<file path="src/logic/audio_macros.svh">
// Constants assume 16-bit signed audio; changing the width needs new knee values as well
`ifndef AUDIO_MACROS_SVH
`define AUDIO_MACROS_SVH

// Sample width of every audio path
`define AO_SAMPLE_W 16

// Speaker step sits at bit 11, a base step of 2048
`define AO_SPK_STEP_LSB 11

// --------------------
// 2x curve, knee at 32767*3/7 + 1
`define AO_COMP1_A 2
`define AO_COMP1_F 4
`define AO_COMP1_X 14044
`define AO_COMP1_B 28088

// 4x curve, knee at 32767*7/31 + 1
`define AO_COMP2_A 4
`define AO_COMP2_F 8
`define AO_COMP2_X 7400
`define AO_COMP2_B 29600

// Default LED stretch, in clk_sys cycles
`define AO_LED_HOLD_CYCLES 4500000
`endif

</file>
<file path="src/logic/audio_pkg.sv">
// Audio types only; the sample width comes from the macro header and is fixed at 16 bits
`include "audio_macros.svh"

package audio_pkg;

	// --------------------
	// Sample types

	// One audio sample, two's complement
	typedef logic signed [`AO_SAMPLE_W-1:0] sample_t;

	// Speaker volume as a left shift of the base step, 0 to 3
	typedef logic [1:0] spk_volume_t;

	// --------------------
	// Compressor control

	// Gain curve selector
	// Bit 1 picks the 4x curve, so the last code acts as boost_quad
	typedef enum logic [1:0] {
		boost_none     = 2'd0,
		boost_double   = 2'd1,
		boost_quad     = 2'd2,
		boost_quad_alt = 2'd3
	} boost_t;

	// Every other code routes the compressed sum to the output
	// boost_none alone bypasses the compressor
	// Note the curve choice does not depend on bit 0

endpackage

</file>
<file path="src/logic/panel_pkg.sv">
// Request widths follow a two-disk IDE layout and one floppy controller with two lines

package panel_pkg;

	// --------------------
	// Drive counts

	// Two hard disks, three request lines each
	localparam int hdd_drives = 2;
	localparam int hdd_lines_per_drive = 3;

	// Floppy controller request lines
	localparam int fdd_lines = 2;

	// --------------------
	// Request buses

	// Drive 1 in the upper three bits, drive 0 in the lower three
	typedef logic [hdd_drives*hdd_lines_per_drive-1:0] hdd_request_t;

	typedef logic [fdd_lines-1:0] fdd_request_t;

endpackage

</file>
<file path="src/logic/speaker_mixer.sv">
// Sums wrap modulo 2^16 with no saturation; the speaker step is always positive
`include "audio_macros.svh"

module speaker_mixer (
	input  logic                   clk_sys,
	input  logic                   cpu_reset,
	input  audio_pkg::sample_t     sb_sample_l,
	input  audio_pkg::sample_t     sb_sample_r,
	input  logic                   speaker_out,
	input  audio_pkg::spk_volume_t speaker_volume,
	output audio_pkg::sample_t     mix_l,
	output audio_pkg::sample_t     mix_r
);

	// Field between the sign bit and the step LSB
	localparam int step_field_w = `AO_SAMPLE_W - `AO_SPK_STEP_LSB - 1;

	logic [step_field_w-1:0] step_field;
	audio_pkg::sample_t      spk_step;
	audio_pkg::sample_t      sum_l;
	audio_pkg::sample_t      sum_r;

	// --------------------
	// Speaker contribution

	// Volume 3 moves the bit to the top of the field,
	// the sign bit stays clear
	always_comb begin
		step_field = {{(step_field_w-1){1'b0}}, speaker_out} << speaker_volume;
		spk_step = {1'b0, step_field, {`AO_SPK_STEP_LSB{1'b0}}};
	end

	// --------------------
	// Channel sums

	// Plain 16-bit add, overflow wraps
	always_comb begin
		sum_l = sb_sample_l + spk_step;
		sum_r = sb_sample_r + spk_step;
	end

	// One register stage, a new sample every clock
	always_ff @(posedge clk_sys) begin
		if (cpu_reset) begin
			mix_l <= '0;
			mix_r <= '0;
		end else begin
			mix_l <= sum_l;
			mix_r <= sum_r;
		end
	end

endmodule

</file>
<file path="src/logic/sample_compressor.sv">
// Curves are tuned for 16-bit signed input; the plain path bypasses the register stage
`include "audio_macros.svh"

module sample_compressor (
	input  logic               clk_sys,
	input  logic               cpu_reset,
	input  audio_pkg::sample_t mix_l,
	input  audio_pkg::sample_t mix_r,
	input  audio_pkg::boost_t  boost,
	output audio_pkg::sample_t audio_l,
	output audio_pkg::sample_t audio_r
);

	localparam int sample_w = `AO_SAMPLE_W;

	// --------------------
	// Curve constants

	// 2x curve
	localparam logic [sample_w-1:0] slope_2x = `AO_COMP1_A;
	localparam logic [sample_w-1:0] div_2x = `AO_COMP1_F;
	localparam logic [sample_w-1:0] knee_2x = `AO_COMP1_X;
	localparam logic [sample_w-1:0] offset_2x = `AO_COMP1_B;

	// 4x curve
	localparam logic [sample_w-1:0] slope_4x = `AO_COMP2_A;
	localparam logic [sample_w-1:0] div_4x = `AO_COMP2_F;
	localparam logic [sample_w-1:0] knee_4x = `AO_COMP2_X;
	localparam logic [sample_w-1:0] offset_4x = `AO_COMP2_B;

	logic               use_quad;
	audio_pkg::sample_t shaped_l;
	audio_pkg::sample_t shaped_r;
	audio_pkg::sample_t cmp_l;
	audio_pkg::sample_t cmp_r;

	// --------------------
	// Gain curve on a magnitude

	// Linear gain below the knee, a gentle slope above it
	// All unsigned 16-bit, so results wrap
	function automatic logic [sample_w-1:0] apply_curve(
		input logic [sample_w-1:0] mag,
		input logic [sample_w-1:0] slope,
		input logic [sample_w-1:0] divider,
		input logic [sample_w-1:0] knee,
		input logic [sample_w-1:0] offset
	);
		logic [sample_w-1:0] result;

		if (mag < knee) begin
			result = mag * slope;
		end else begin
			result = ((mag - knee) / divider) + offset;
		end
		return result;
	endfunction

	// Sign-magnitude wrapper around the curve
	function automatic audio_pkg::sample_t compress(
		input audio_pkg::sample_t sample,
		input logic               quad
	);
		logic [sample_w-1:0] raw;
		logic [sample_w-1:0] mag;
		logic [sample_w-1:0] shaped;

		raw = sample;
		// -32768 keeps its own bit pattern here
		mag = raw[sample_w-1] ? (~raw) + 1'b1 : raw;
		if (quad) begin
			shaped = apply_curve(mag, slope_4x, div_4x, knee_4x, offset_4x);
		end else begin
			shaped = apply_curve(mag, slope_2x, div_2x, knee_2x, offset_2x);
		end
		// Restore the sign
		if (raw[sample_w-1]) begin
			shaped = ~(shaped - 1'b1);
		end
		return shaped;
	endfunction

	// --------------------
	// Compressed path

	// Bit 1 selects the 4x curve, so boost_quad_alt shares it
	assign use_quad = boost[1];

	always_comb begin
		shaped_l = compress(mix_l, use_quad);
		shaped_r = compress(mix_r, use_quad);
	end

	always_ff @(posedge clk_sys) begin
		if (cpu_reset) begin
			cmp_l <= '0;
			cmp_r <= '0;
		end else begin
			cmp_l <= shaped_l;
			cmp_r <= shaped_r;
		end
	end

	// --------------------
	// Output select

	// Plain sum one cycle after the inputs, compressed sum two cycles after
	assign audio_l = (boost != audio_pkg::boost_none) ? cmp_l : mix_l;
	assign audio_r = (boost != audio_pkg::boost_none) ? cmp_r : mix_r;

endmodule

</file>
<file path="src/logic/activity_led.sv">
// Hold time is counted in clk_sys cycles; the lamp falls hold_cycles+1 cycles after the last request
`include "audio_macros.svh"

module activity_led #(
	parameter logic [31:0] hold_cycles = `AO_LED_HOLD_CYCLES
) (
	input  logic clk_sys,
	input  logic cpu_reset,
	input  logic request,
	output logic lit
);

	// Cycles left before the lamp goes dark
	logic [31:0] hold_count;

	// --------------------
	// Stretch counter

	// A request reloads the counter even while it is running,
	// so a busy drive keeps the lamp on
	always_ff @(posedge clk_sys) begin
		if (cpu_reset) begin
			hold_count <= '0;
			lit <= 1'b0;
		end else begin
			if (hold_count == '0) begin
				lit <= 1'b0;
			end else begin
				hold_count <= hold_count - 32'd1;
				lit <= 1'b1;
			end

			// Reload wins over the decrement
			if (request) begin
				hold_count <= hold_cycles;
			end
		end
	end

endmodule

</file>
<file path="src/logic/audio_mixdown.sv">
// Single clock domain; the compressed path adds one cycle, and boost is not registered
`include "audio_macros.svh"

module audio_mixdown #(
	parameter logic [31:0] hold_cycles = `AO_LED_HOLD_CYCLES
) (
	input  logic                   clk_sys,
	input  logic                   cpu_reset,

	// Sound-card samples and PC speaker
	input  audio_pkg::sample_t     sb_sample_l,
	input  audio_pkg::sample_t     sb_sample_r,
	input  logic                   speaker_out,
	input  audio_pkg::spk_volume_t speaker_volume,

	// Compressor curve select
	input  audio_pkg::boost_t      boost,

	// Drive activity requests
	input  panel_pkg::hdd_request_t hdd_request,
	input  panel_pkg::fdd_request_t fdd_request,

	output audio_pkg::sample_t     audio_l,
	output audio_pkg::sample_t     audio_r,
	output logic                   led_disk,
	output logic                   led_user
);

	audio_pkg::sample_t mix_l;
	audio_pkg::sample_t mix_r;
	logic               hdd_active;
	logic               fdd_active;

	// --------------------
	// Audio path

	speaker_mixer speaker_mixer_inst (
		.clk_sys        (clk_sys),
		.cpu_reset      (cpu_reset),
		.sb_sample_l    (sb_sample_l),
		.sb_sample_r    (sb_sample_r),
		.speaker_out    (speaker_out),
		.speaker_volume (speaker_volume),
		.mix_l          (mix_l),
		.mix_r          (mix_r)
	);

	sample_compressor sample_compressor_inst (
		.clk_sys   (clk_sys),
		.cpu_reset (cpu_reset),
		.mix_l     (mix_l),
		.mix_r     (mix_r),
		.boost     (boost),
		.audio_l   (audio_l),
		.audio_r   (audio_r)
	);

	// --------------------
	// Activity lamps

	// Any line of either hard disk lights the disk lamp
	assign hdd_active = |hdd_request;

	// Floppy activity goes to the user lamp
	assign fdd_active = |fdd_request;

	activity_led #(
		.hold_cycles (hold_cycles)
	) hdd_led (
		.clk_sys   (clk_sys),
		.cpu_reset (cpu_reset),
		.request   (hdd_active),
		.lit       (led_disk)
	);

	activity_led #(
		.hold_cycles (hold_cycles)
	) fdd_led (
		.clk_sys   (clk_sys),
		.cpu_reset (cpu_reset),
		.request   (fdd_active),
		.lit       (led_user)
	);

endmodule

</file>
<file path="config.mk">
export PLATFORM = sky130hd
export DESIGN_NAME = audio_mixdown
export DESIGN_NICKNAME = d
export VERILOG_FILES = /design/src/logic/audio_pkg.sv /design/src/logic/panel_pkg.sv /design/src/logic/speaker_mixer.sv /design/src/logic/sample_compressor.sv /design/src/logic/activity_led.sv /design/src/logic/audio_mixdown.sv
export VERILOG_INCLUDE_DIRS = /design/src /design/src/logic
export SDC_FILE = /design/constraint.sdc
export NUM_CORES = 1
export LEC_CHECK = 0
export ABC_CLOCK_PERIOD_IN_PS = 15200
export BUFFER_PORTS_ARGS = -buffer_cell sky130_fd_sc_hd__buf_2
export CORE_ASPECT_RATIO = 1.1
export CORE_UTILIZATION = 65
export CTS_BUF_LIST = sky130_fd_sc_hd__clkbuf_4 sky130_fd_sc_hd__clkbuf_8
export CTS_CLUSTER_SIZE = 8
export DETAILED_ROUTE_END_ITERATION = 10
export PLACE_DENSITY = 0.87
export SYNTH_ARGS = -nofsm -noshare
export SYNTH_HDL_FRONTEND = slang
export SYNTH_SLANG_ARGS = --single-unit
</file>
<file path="constraint.sdc">
create_clock -name clk_sys -period 15.2 [get_ports clk_sys]
set_input_delay 3.04 -clock clk_sys [delete_from_list [all_inputs] [get_ports clk_sys]]
set_output_delay 3.04 -clock clk_sys [all_outputs]
set_load 0.02 [all_outputs]
</file>
==> key figures <==
Floorplan
  – Core area: 16400 µm²
  – Std cell rows: 49
  – Chip height: 138 µm
  – Initial core utilization: 66.9%
  – Ports: 81
  – DIE AREA: 17400 µm²
  – Die width: 126 µm

STA
  – Clock skew: 30.0 ps
  – Worst Tran Pin Value: 1250 ps
  – Fmax: 124 MHz
  – Slew HR: 16.0%
  – Max Slew Vio Count: 0
  – Final hold viol count: 0
  – Hold slack final: 485 ps
  – Setup repair after global routing missed its margin: no
  – Period minus WS final: 8090 ps
  – Final setup margin: 7110 ps
  – Final Cycle Share: 53.2%
  – Finish-stage setup viols: 0
  – Setup tns final: 0 ps

Clocking
  – Root buffer cell: clkbuf_8
  – Clock sink count: 130
  – Max Root-Sink Buffers: 2
  – CTS resizes: 0
  – Setup bufs post-CTS: 0
  – Latest clock arrival within the worst-skew pair: 480 ps
  – CTS clk-pin slew, worst paths: 80 ps
  – CTS tree: done
  – Number of CTS-inserted buffers: 17
  – CTS Hold Bufs: 0
  – H-tree depth: 4

Final layout
  – Ant. Diodes: 0
  – Multi-input gate area: 7870 µm²
  – Fillcell total: 1249
  – Share of cells above drive strength 1: 17.1%
  – Nets: 1446
  – Register area: 2600 µm²
  – Area delta synth->final: 6.97%
  – Layout Cells excl Fill: 1590

Synth
  – Gate Count Post-Synth: 1340
  – Most used flip-flop cell after synthesis: dfxtp_1
  – FFs w/ async S/R, synth: 0%
  – Syn. warnings: 0
  – Leading area contributor after synthesis: dfxtp_1
  – Seq/Total Area, Yosys: 23.7%
  – Largest cells by area after synthesis: dfxtp_1, xnor2_1, nor2_1
  – EDFF count, synth: 0
  – Yosys top cell area share: 23.7%
  – Post-synthesis cell type count: 107
  – Number of synthesized register bits: 130
  – Net count after synthesis: 1413
  – Count leader, synth: nor2_1
  – Post-synth top cells: nor2_1, dfxtp_1, xnor2_1, nand2_1, a21oi_1
  – Syn_area_per_cell: 8.20 µm²
  – Area of the mapped netlist: 11000 µm²

Run status
  – Status: finished clean

Setup path
  – Required time of the critical path: 12160 ps
  – Crit path kind: input pin to output pin
  – CP Capture Type: output pin
  – Worst-path fanout max: 54
  – Startpoint Class: input pin
  – Arr. time, crit path: 5050 ps

Min path
  – Hold/Removal Path Class: register to register

Pwr
  – Max IR drop VDD: 0.101 mV
  – Total power: 1.26 mW
  – Power per Cell Area: 107 nW/µm²
  – P_leak: 4.52 nW

Placed design
  – # port buffers: 80
  – Post-DP HPWL: 22.2 mm
  – Place WS: 7160 ps
  – Cells after DPL: 1558
  – Routability cong.: 0.975

Drt
  – Final WL: 31.2 mm
  – Wire length per cell: 19.6 µm
  – DR vias: 10900
  – Post-DR vias/cell: 6.87
  – DRT antenna net count: 0
  – DRC: 0
  – Initial DRC Count: 1188
  – First-pass DRT Iterations: 6

Global routing
  – Gr usage total: 35.3%
  – Initial antenna violation count: 1
  – Largest net degree at the start of global routing: 88
  – Grt total ovfl: 0
  – Vias in the first global route: 9917
  – First-pass GRT wire length: 49.5 mm

Flow run
  – Total of max-cap violations: 0
layer usage:
metal	part of all wire [%]	vias up	GRT usage (%)
li1	-	5047	-
met1	40	5112	46.5
met2	45	645	55.1
met3	10	115	7.04
met4	3.7	2	17.0
met5	0.042	-	0
critical path: stages:
cell    delay (ps)
buf_2          420
nor2_4         960
mux2_2         430
buf_2          160
cells by family (layout without fill, tap and decap cells):
group	count (synthesis)	after routing	synth area share, %
flip-flops	130	130	23.7
XOR/XNOR	144	144	12.3
AND/OR/NAND/NOR	491	491	23.8
adder cells (fa/ha/maj)	26	26	3.10
AO/OA/AOI/OAI	369	369	25.9
multiplexers	66	66	6.50
buffers and inverters	114	160	4.75
layout by cell type (no fill, tap or decap), types with 14 or more instances in the layout:
master / n
nor3_1: 50
ha_1: 24
mux2i_1: 23
or4_1: 19
inv_1: 31
a211oi_1: 20
dfxtp_1: 130
or3_1: 20
xnor2_1: 91
buf_2: 80
nand2_1: 75
o21ai_0: 50
nor2b_1: 40
nand2b_1: 19
buf_4: 14
nand3_1: 28
nor4_1: 32
a21o_1: 16
a21oi_1: 70
xor2_1: 43
o211ai_1: 20
nor2_1: 135
a31oi_1: 20
mux2_2: 40
clkbuf_8: 17
worst paths after layout:
path / from / cells past startpoint / slack [ps] / endpoint
min reg2reg: hdd_led.hold_count[2]$_SDFFE_PP0P_ / 2 / 490 / hdd_led.hold_count[2]$_SDFFE_PP0P_
max reg2reg: speaker_mixer_inst.mix_l[0]$_SDFF_PP0_ / 17 / 9010 / sample_compressor_inst.cmp_l[13]$_SDFF_PP0_
min: hdd_led.hold_count[2]$_SDFFE_PP0P_ / 2 / 490 / hdd_led.hold_count[2]$_SDFFE_PP0P_
max: boost[1] / 4 / 7110 / audio_r[3]
state kept, by name (all words and copies together) (netlist names):
name                          count
speaker_mixer_inst.mix_r         16
hdd_led.lit                       1
sample_compressor_inst.cmp_l     16
speaker_mixer_inst.mix_l         16
sample_compressor_inst.cmp_r     16
fdd_led.hold_count               32
fdd_led.lit                       1
hdd_led.hold_count               32
stage by stage:
stage	area [µm²]	util (%)
after floorplan	11000	-
after detailed placement	11400	69.2
final	11800	71.5
after global routing	11800	71.5
after global placement	11400	69.2
after CTS	11800	71.5
report_power, final:
part	leakage, nW	internal (mW)	switching, mW
combinational	3.25	0.217	0.351
sequential	1.07	0.368	0.0289
clock	0.196	0.137	0.161
total	4.52	0.722	0.541
final cells by class:
| cell class | count | share of cell area (%) |
|---|---|---|
| Inverter | 34 | 1.09 |
| Sequential cell | 130 | 22.1 |
| Timing Repair Buffer | 94 | 4.30 |
| Clock inverter | 15 | 1.34 |
| Clock buffer | 17 | 1.99 |
| Multi-Input combinational cell | 1096 | 67.0 |
| Tap cell | 204 | 2.17 |
No activity file was read; power rests on OpenSTA's default activity.
